**src/hw/etx_defines.svh**
```systemverilog
//####################
// ETX transmit pin stage
// Link geometry and synchronizer depth
//####################

`ifndef ETX_DEFINES_SVH
`define ETX_DEFINES_SVH

//####################
// Link geometry
//####################
`define ETX_LANES 8          // Data lanes on the link
`define ETX_SLOTS 8          // Time slots per beat

//####################
// Clock crossing
//####################
`define ETX_SYNC_DEPTH 2     // Flops per synchronizer chain

`endif

```
**src/hw/etx_cfg_pkg.sv**
```systemverilog
//####################
// ETX configuration types
// Output modes and GPIO word layout
//####################

`include "etx_defines.svh"

`default_nettype none

package etx_cfg_pkg;

   //####################
   // Output mode
   //####################
   typedef enum logic [1:0]
   {
      TX_OFF    = 2'd0,      // Lanes released, frame low
      TX_FABRIC = 2'd1,      // Fabric words on the link
      TX_GPIO   = 2'd2       // Constant levels, wins over enable
   } tx_mode_e;

   //####################
   // GPIO setting
   //####################
   // Frame level on top, one level bit per lane below
   typedef logic [`ETX_LANES:0] gpio_word_t;

endpackage

`default_nettype wire

```
**src/hw/etx_lane_pkg.sv**
```systemverilog
//####################
// ETX lane types
// Pin-side slot and beat layouts for data and frame
//####################

`include "etx_defines.svh"

`default_nettype none

package etx_lane_pkg;

   //####################
   // Data lanes
   //####################
   // Bit i drives lane i
   typedef logic [`ETX_LANES-1:0] data_slot_t;

   // Ascending range puts slot 0 in the top byte
   typedef data_slot_t [0:`ETX_SLOTS-1] data_beat_t;     // 64 bits, slot 0 first out

   //####################
   // Frame lane
   //####################
   typedef logic frame_slot_t;                           // Single frame bit

   typedef frame_slot_t [0:`ETX_SLOTS-1] frame_beat_t;   // Bit 7 of fabric word first out

endpackage

`default_nettype wire

```
**src/hw/etx_io.sv**
```systemverilog
//####################
// ETX transmit pin stage top
// Word select, data and frame serializers, pin drive
//####################

`timescale 1ns/1ps

`default_nettype none

module etx_io
(
   input  wire                        tx_lclk_out,          // Link clock
   input  wire                        arst_n,               // Async reset, active low
   input  etx_lane_pkg::data_beat_t   tx_data_par,          // Fabric data word
   input  etx_lane_pkg::frame_beat_t  tx_frame_par,         // Fabric frame word
   input  wire                        ecfg_tx_enable,       // Link enable
   input  wire                        ecfg_tx_gpio_enable,  // GPIO mode
   input  etx_cfg_pkg::gpio_word_t    ecfg_dataout,         // GPIO levels
   input  wire                        tx_wr_wait_pin,       // Write wait pin
   input  wire                        tx_rd_wait_pin,       // Read wait pin
   output logic                       tx_par_take,          // Fabric words taken
   output etx_lane_pkg::data_slot_t   tx_data,              // Data lane pins
   output logic                       tx_data_oe,           // Data lane drive enable
   output logic                       tx_frame,             // Frame lane pin
   output logic                       tx_lclk_en,           // Forwarded clock enable
   output logic                       tx_wr_wait,           // Write wait to fabric
   output logic                       tx_rd_wait            // Read wait to fabric
);

   //####################
   // Internal nets
   //####################
   logic                       beat_load;    // Serializer load strobe
   etx_lane_pkg::data_beat_t   data_beat;    // Captured data beat
   etx_lane_pkg::frame_beat_t  frame_beat;   // Captured frame beat
   etx_cfg_pkg::tx_mode_e      tx_mode;      // Synced output mode
   etx_lane_pkg::data_slot_t   data_slot;    // Serial data slot
   etx_lane_pkg::frame_slot_t  frame_slot;   // Serial frame bit

   //####################
   // Word select
   //####################
   etx_word_select u_word_select
   (
      .tx_lclk_out         (tx_lclk_out),
      .arst_n              (arst_n),
      .tx_data_par         (tx_data_par),
      .tx_frame_par        (tx_frame_par),
      .ecfg_tx_enable      (ecfg_tx_enable),
      .ecfg_tx_gpio_enable (ecfg_tx_gpio_enable),
      .ecfg_dataout        (ecfg_dataout),
      .tx_par_take         (tx_par_take),
      .beat_load           (beat_load),
      .data_beat           (data_beat),
      .frame_beat          (frame_beat),
      .tx_mode             (tx_mode)
   );

   //####################
   // Serializers
   //####################
   etx_lane_serializer
   #(
      .beat_t (etx_lane_pkg::data_beat_t),
      .slot_t (etx_lane_pkg::data_slot_t)
   )
   u_data_ser
   (
      .tx_lclk_out (tx_lclk_out),
      .arst_n      (arst_n),
      .beat_load   (beat_load),
      .beat        (data_beat),
      .slot        (data_slot)          // Eight lanes per slot
   );

   etx_lane_serializer
   #(
      .beat_t (etx_lane_pkg::frame_beat_t),
      .slot_t (etx_lane_pkg::frame_slot_t)
   )
   u_frame_ser
   (
      .tx_lclk_out (tx_lclk_out),
      .arst_n      (arst_n),
      .beat_load   (beat_load),
      .beat        (frame_beat),
      .slot        (frame_slot)         // One frame bit per slot
   );

   //####################
   // Pin drive
   //####################
   etx_pin_drive u_pin_drive
   (
      .tx_lclk_out    (tx_lclk_out),
      .arst_n         (arst_n),
      .data_slot      (data_slot),
      .frame_slot     (frame_slot),
      .tx_mode        (tx_mode),
      .ecfg_tx_enable (ecfg_tx_enable),
      .tx_wr_wait_pin (tx_wr_wait_pin),
      .tx_rd_wait_pin (tx_rd_wait_pin),
      .tx_data        (tx_data),
      .tx_data_oe     (tx_data_oe),
      .tx_frame       (tx_frame),
      .tx_lclk_en     (tx_lclk_en),
      .tx_wr_wait     (tx_wr_wait),
      .tx_rd_wait     (tx_rd_wait)
   );

endmodule

`default_nettype wire

```
**src/hw/etx_lane_serializer.sv**
```systemverilog
//####################
// ETX lane serializer
// Loads a beat and shifts out one slot per clock,
// slot 0 first
//####################

`timescale 1ns/1ps

`default_nettype none

module etx_lane_serializer
#(
   parameter type beat_t = logic [7:0],    // Whole beat, slot 0 in the top bits
   parameter type slot_t = logic           // One slot across the lanes
)
(
   input  wire   tx_lclk_out,              // Link clock
   input  wire   arst_n,                   // Async reset, active low
   input  wire   beat_load,                // Load strobe, once per beat
   input  beat_t beat,                     // Beat to send
   output slot_t slot                      // Current slot
);

   localparam int BEAT_W = $bits(beat_t);
   localparam int SLOT_W = $bits(slot_t);

   logic [BEAT_W-1:0] shreg;               // Pending slots, next one on top

   //####################
   // Shift register
   //####################
   always_ff @(posedge tx_lclk_out or negedge arst_n)
   begin
      if (!arst_n)
         shreg <= '0;                       // Idle lanes low out of reset
      else if (beat_load)
         shreg <= beat;                     // Slot 0 shows next cycle
      else
         shreg <= shreg << SLOT_W;          // Advance to later slot
   end

   // Top slot is the one on the wire
   assign slot = slot_t'(shreg[BEAT_W-1 -: SLOT_W]);

endmodule

`default_nettype wire

```
**src/hw/etx_pin_drive.sv**
```systemverilog
//####################
// ETX pin drive
// Pin flops, data output enable, link clock
// gating and wait signal return
//####################

`timescale 1ns/1ps

`include "etx_defines.svh"

`default_nettype none

module etx_pin_drive
(
   input  wire                        tx_lclk_out,     // Link clock
   input  wire                        arst_n,          // Async reset, active low
   input  etx_lane_pkg::data_slot_t   data_slot,       // From data serializer
   input  etx_lane_pkg::frame_slot_t  frame_slot,      // From frame serializer
   input  etx_cfg_pkg::tx_mode_e      tx_mode,         // Synced output mode
   input  wire                        ecfg_tx_enable,  // Link enable, async level
   input  wire                        tx_wr_wait_pin,  // Write wait from far end
   input  wire                        tx_rd_wait_pin,  // Read wait from far end
   output etx_lane_pkg::data_slot_t   tx_data,         // Data lane pins
   output logic                       tx_data_oe,      // Data lane drive enable
   output logic                       tx_frame,        // Frame lane pin
   output logic                       tx_lclk_en,      // Forwarded clock enable
   output logic                       tx_wr_wait,      // Synced write wait
   output logic                       tx_rd_wait       // Read wait, straight through
);

   logic [`ETX_SYNC_DEPTH-1:0] lclk_sync;   // Enable chain for clock gate
   logic [`ETX_SYNC_DEPTH-1:0] wr_sync;     // Write wait chain

   //####################
   // Lane pins
   //####################
   always_ff @(posedge tx_lclk_out or negedge arst_n)
   begin
      if (!arst_n)
      begin
         tx_data  <= '0;
         tx_frame <= 1'b0;
      end
      else
      begin
         tx_data  <= data_slot;               // One slot per clock
         tx_frame <= frame_slot;
      end
   end

   // Release data lanes when link is off
   assign tx_data_oe = (tx_mode != etx_cfg_pkg::TX_OFF);

   //####################
   // Link clock gate
   //####################
   always_ff @(posedge tx_lclk_out or negedge arst_n)
   begin
      if (!arst_n)
      begin
         lclk_sync  <= '0;
         tx_lclk_en <= 1'b0;
      end
      else
      begin
         lclk_sync  <= {lclk_sync[`ETX_SYNC_DEPTH-2:0], ecfg_tx_enable};
         tx_lclk_en <= lclk_sync[`ETX_SYNC_DEPTH-1];   // Extra stage as output flop
      end
   end

   //####################
   // Wait return
   //####################
   always_ff @(posedge tx_lclk_out or negedge arst_n)
   begin
      if (!arst_n)
         wr_sync <= '0;
      else
         wr_sync <= {wr_sync[`ETX_SYNC_DEPTH-2:0], tx_wr_wait_pin};
   end

   assign tx_wr_wait = wr_sync[`ETX_SYNC_DEPTH-1];   // Two edges behind the pin
   assign tx_rd_wait = tx_rd_wait_pin;               // Single-ended, no sync needed

endmodule

`default_nettype wire

```
**src/hw/etx_word_select.sv**
```systemverilog
//####################
// ETX word select
// Syncs mode bits, counts slots and registers
// the fabric, GPIO or zero word once per beat
//####################

`timescale 1ns/1ps

`include "etx_defines.svh"

`default_nettype none

module etx_word_select
(
   input  wire                        tx_lclk_out,          // Link clock
   input  wire                        arst_n,               // Async reset, active low
   input  etx_lane_pkg::data_beat_t   tx_data_par,          // Fabric data word
   input  etx_lane_pkg::frame_beat_t  tx_frame_par,         // Fabric frame word
   input  wire                        ecfg_tx_enable,       // Link enable, async level
   input  wire                        ecfg_tx_gpio_enable,  // GPIO mode, async level
   input  etx_cfg_pkg::gpio_word_t    ecfg_dataout,         // GPIO levels
   output logic                       tx_par_take,          // Fabric words sampled this edge
   output logic                       beat_load,            // Serializer load strobe
   output etx_lane_pkg::data_beat_t   data_beat,            // Captured data beat
   output etx_lane_pkg::frame_beat_t  frame_beat,           // Captured frame beat
   output etx_cfg_pkg::tx_mode_e      tx_mode               // Synced output mode
);

   localparam int CNT_W = $clog2(`ETX_SLOTS);
   localparam logic [CNT_W-1:0] LAST_SLOT = CNT_W'(`ETX_SLOTS - 1);

   logic [`ETX_SYNC_DEPTH-1:0] en_sync;         // Enable chain, top bit is safe
   logic [`ETX_SYNC_DEPTH-1:0] gpio_sync;       // GPIO chain, top bit is safe
   logic [CNT_W-1:0]           slot_cnt;        // Slot within current beat
   etx_lane_pkg::data_beat_t   gpio_data;       // Lane byte in every slot
   etx_lane_pkg::frame_beat_t  gpio_frame;      // Frame level in every slot

   //####################
   // Mode synchronizers
   //####################
   always_ff @(posedge tx_lclk_out or negedge arst_n)
   begin
      if (!arst_n)
      begin
         en_sync   <= '0;
         gpio_sync <= '0;
      end
      else
      begin
         en_sync   <= {en_sync[`ETX_SYNC_DEPTH-2:0], ecfg_tx_enable};       // Shift in
         gpio_sync <= {gpio_sync[`ETX_SYNC_DEPTH-2:0], ecfg_tx_gpio_enable};
      end
   end

   // GPIO overrides enable
   always_comb
   begin
      if (gpio_sync[`ETX_SYNC_DEPTH-1])
         tx_mode = etx_cfg_pkg::TX_GPIO;
      else if (en_sync[`ETX_SYNC_DEPTH-1])
         tx_mode = etx_cfg_pkg::TX_FABRIC;
      else
         tx_mode = etx_cfg_pkg::TX_OFF;
   end

   //####################
   // Slot counter
   //####################
   always_ff @(posedge tx_lclk_out or negedge arst_n)
   begin
      if (!arst_n)
         slot_cnt <= '0;
      else if (slot_cnt == LAST_SLOT)
         slot_cnt <= '0;                       // Wrap to next beat
      else
         slot_cnt <= slot_cnt + 1'b1;
   end

   assign tx_par_take = (slot_cnt == LAST_SLOT);  // Last slot, fabric sampled at its edge

   // Serializers load one cycle after capture
   always_ff @(posedge tx_lclk_out or negedge arst_n)
   begin
      if (!arst_n)
         beat_load <= 1'b0;
      else
         beat_load <= tx_par_take;
   end

   //####################
   // Beat capture
   //####################
   assign gpio_data  = {`ETX_SLOTS{ecfg_dataout[`ETX_LANES-1:0]}};  // Same byte each slot
   assign gpio_frame = {`ETX_SLOTS{ecfg_dataout[`ETX_LANES]}};      // Constant frame level

   always_ff @(posedge tx_lclk_out)
   begin
      if (tx_par_take)
      begin
         case (tx_mode)
            etx_cfg_pkg::TX_FABRIC:
            begin
               data_beat  <= tx_data_par;
               frame_beat <= tx_frame_par;
            end
            etx_cfg_pkg::TX_GPIO:
            begin
               data_beat  <= gpio_data;
               frame_beat <= gpio_frame;
            end
            default:
            begin
               data_beat  <= '0;                  // Quiet lanes when off
               frame_beat <= '0;
            end
         endcase
      end
   end

endmodule

`default_nettype wire

```
**config.mk**
```make
export PLATFORM = sky130hd
export DESIGN_NAME = etx_io
export DESIGN_NICKNAME = d
export VERILOG_FILES = /design/src/hw/etx_cfg_pkg.sv /design/src/hw/etx_lane_pkg.sv /design/src/hw/etx_io.sv /design/src/hw/etx_lane_serializer.sv /design/src/hw/etx_pin_drive.sv /design/src/hw/etx_word_select.sv
export VERILOG_INCLUDE_DIRS = /design/src /design/src/hw
export SDC_FILE = /design/constraint.sdc
export NUM_CORES = 1
export LEC_CHECK = 0
export ABC_CLOCK_PERIOD_IN_PS = 3190
export BUFFER_PORTS_ARGS = -buffer_cell sky130_fd_sc_hd__buf_2
export CORE_AREA = 5 5 166 168
export CTS_CLUSTER_SIZE = 20
export DETAILED_ROUTE_END_ITERATION = 10
export DIE_AREA = 0 0 171 173
export PLACE_DENSITY = 0.49
export SYNTH_ARGS = -nofsm -noshare
export SYNTH_HDL_FRONTEND = slang
export SYNTH_SLANG_ARGS = --single-unit
```
**constraint.sdc**
```tcl
create_clock -name tx_lclk_out -period 3.19 [get_ports tx_lclk_out]
set_clock_uncertainty 0.15 [all_clocks]
set_input_delay 0.1595 -clock tx_lclk_out [delete_from_list [all_inputs] [get_ports tx_lclk_out]]
set_output_delay 0.1595 -clock tx_lclk_out [all_outputs]
set_load 0.02 [all_outputs]
```
==> flow_summary.yaml <==
placement:
  post-dp-hpwl_mm: 7.98
  numPortBuffers: 98
  gp_congestion: 0.640
critical_path:
  path_delay_family: "adder cells"
  r2r_slack_ps: 1260
  cp_slowest_cell: "ha_4"
  slowest_delay_ps: 520
  critPathKind: "reg -> out"
  worstPathCellList: "ha_1 > ha_4 > buf_2"
  required_ps: 2880
  endpoint_kind: "primary output"
  path_buf_inv: 1
  crit_fanout: 38
  start_kind: "flip-flop"
  arrival_ps: 1770
sta:
  tns_ps: 0
  finalSetupViolations: 0
  hold_violations: 0
  fmax_mhz: 481
  rsz0062_at_grt: "no"
  fin_crit_ps: 2080
  drv_slew: 0
  min_period_over_period_pct: 65.2
  worst_pin_slew_ps: 619
  slew_headroom_pct: 58.7
detailed_routing:
  vias_per_cell: 3.83
  drt_iter0_markers: 176
  post-route-drc-count: 0
  wirelength_mm: 12.7
  ant_nets: 0
  num_vias: 3329
  routedWlPerCell_um: 14.6
  first_pass_iters: 4
layout:
  nFillCells: 2515
  layout_common_cells: "buf_2 (97), dfrtp_1 (91), dlygate4sd3_1 (76)"
  final_common_cell: "buf_2"
  antenna_cells: 0
  area_growth_pct: 32.2
  postLayoutCoreUtil_pct: 32.7
  drive_gt1_share_pct: 38.1
  nets: 611
die:
  die_y_um: 173
  std_cell_rows: 59
  dieArea_sq_um: 29600
  core_area_sq_um: 25800
  io_pins: 101
  start_util_pct: 24.8
  die_width_um: 171
global_route:
  grt_max_degree: 73
  antenna_found_initial: 0
  first_global_vias: 3628
  grt_first_pass_wirelength_mm: 19.9
  gr-total-overflow: 0
  grt_usage_pct: 8.85
clocking:
  cts_tree: "done"
  postCtsSetupBuffers: 0
  root_buffer: "clkbuf_16"
  numClockSinks: 164
  post_cts_resized: 0
  cts_buffers: 17
  clk-insertion-delay-late_ps: 420
  clk_pin_slew_worst_paths_ps: 70
  htree_levels: 4
  clock_path_buffers: 2
power_and_ir_drop:
  vdd_drop_max_uv: 283
  p_leak_nw: 3.89
  cellPowerDensity_nw_per_um2: 548
synth:
  syn_avg_cell_area_sq_um: 18.3
  synthCells: 349
  synth_top_area_cell: "dfrtp_1"
  syn-cell-area_sq_um: 6380
  yosysTopAreaCellShare_pct: 36.1
  synth.distinct_cells: 14
  yosys_register_bits: 164
  yosys-top-cells-area: "dfrtp_1 (36%), edfxtp_1 (34%), mux2_4 (14%)"
  synth-warning-count: 0
  synth_nets: 438
  synth_seq_area_share_pct: 69.9
hold_path:
  min_path_type: "in -> reg"
outcome:
  status: "complete, no violations"
job:
  maxCapViolations: 0
-- through the flow --
step	area, sq um	cells	hold WS (ps)	setup slack (ps)	power [W]
3_5_place_dp	7110	762	80.0	1230	0.00265
5_1_grt	8440	870	169	975	0.00483
6_report	8440	870	151	1110	0.00463
2_1_floorplan	6380	349	-286	227	0.00253
4_1_cts	8440	870	138	1040	0.00471
3_3_place_gp	7110	762	70.4	1270	0.00264
-- routing by layer --
layer  global-route usage, %  up-vias  routed length [um]
li1                        -     1597                   -
met1                    11.9     1647                5990
met2                    13.5       75                5970
met3                    2.85       10                 607
met4                    2.87        0                 161
met5                       0        -                   0
-- synth_stat cells (all sizes together) --
| cell type | number |
|---|---|
| dfrtp | 92 |
| a21o | 72 |
| edfxtp | 72 |
| mux2 | 63 |
| buf | 27 |
| and2 | 18 |
| ha | 2 |
| nor2 | 1 |
| nor2b | 1 |
| or2 | 1 |
-- timing repair --
item                                    CTS  global route
endpoints found under the hold margin   118             0
hold buffers                             76             0
endpoints found under the setup margin    0             0
-- worst paths after layout --
| check | from | end | cells after the start |
|---|---|---|---|
| hold reg to reg | u_word_select.gpio_sync[0] | u_word_select.gpio_sync[1] | 0 |
| min in group asynchronous | arst_n | u_pin_drive.tx_data[5] | 2 |
| setup reg to reg | u_word_select.slot_cnt[0] | u_word_select.data_beat[45] | 3 |
| setup / recovery | u_word_select.slot_cnt[0] | tx_par_take | 3 |
| max in group asynchronous | arst_n | u_data_ser.shreg[38] | 3 |
| hold / removal | ecfg_dataout[8] | u_word_select.frame_beat[4] | 3 |
-- flip-flops by register name, summed over array words and instances, names as in the netlist --
register	count
u_pin_drive.wr_sync	2
u_word_select.gpio_sync	2
u_data_ser.shreg	64
u_pin_drive.tx_frame	1
u_frame_ser.shreg	8
u_word_select.data_beat	64
u_pin_drive.tx_lclk_en	1
u_word_select.slot_cnt	3
u_word_select.frame_beat	8
u_word_select.beat_load	1
u_pin_drive.lclk_sync	2
u_pin_drive.tx_data	8
-- kinds of logic after synthesis --
family / count (synthesis) / share of synthesized area, %
AO/OA/AOI/OAI: 72 / 8.47
multiplexers: 63 / 14.7
adder cells (fa/ha/maj): 2 / 0.392
flip-flops: 164 / 69.9
AND/OR/NAND/NOR: 21 / 2.02
buffers and inverters: 27 / 4.49
-- power breakdown --
group / leakage, nW / switching [W] / internal [W]
logic: 1.84 / 0.000138 / 0.000223
registers: 1.77 / 0.0000228 / 0.00229
clock network: 0.277 / 0.000851 / 0.00110
-- worst register-to-register path, stage by stage, from the launching register on --
cell     delay (ps)
dfrtp_1         360
ha_1            190
ha_4            520
buf_4           390
-- area by class of cell --
class,count,area (sq um),share of cell area [%]
Timing Repair Buffer,181,1330,15.8
Clock buffer,18,439,5.21
Sequential cell,164,4470,53.0
Multi-Input combinational cell,158,1650,19.6
Tap cell,335,419,4.97
Clock inverter,14,126,1.50
Power figures use the tool's default switching activity.
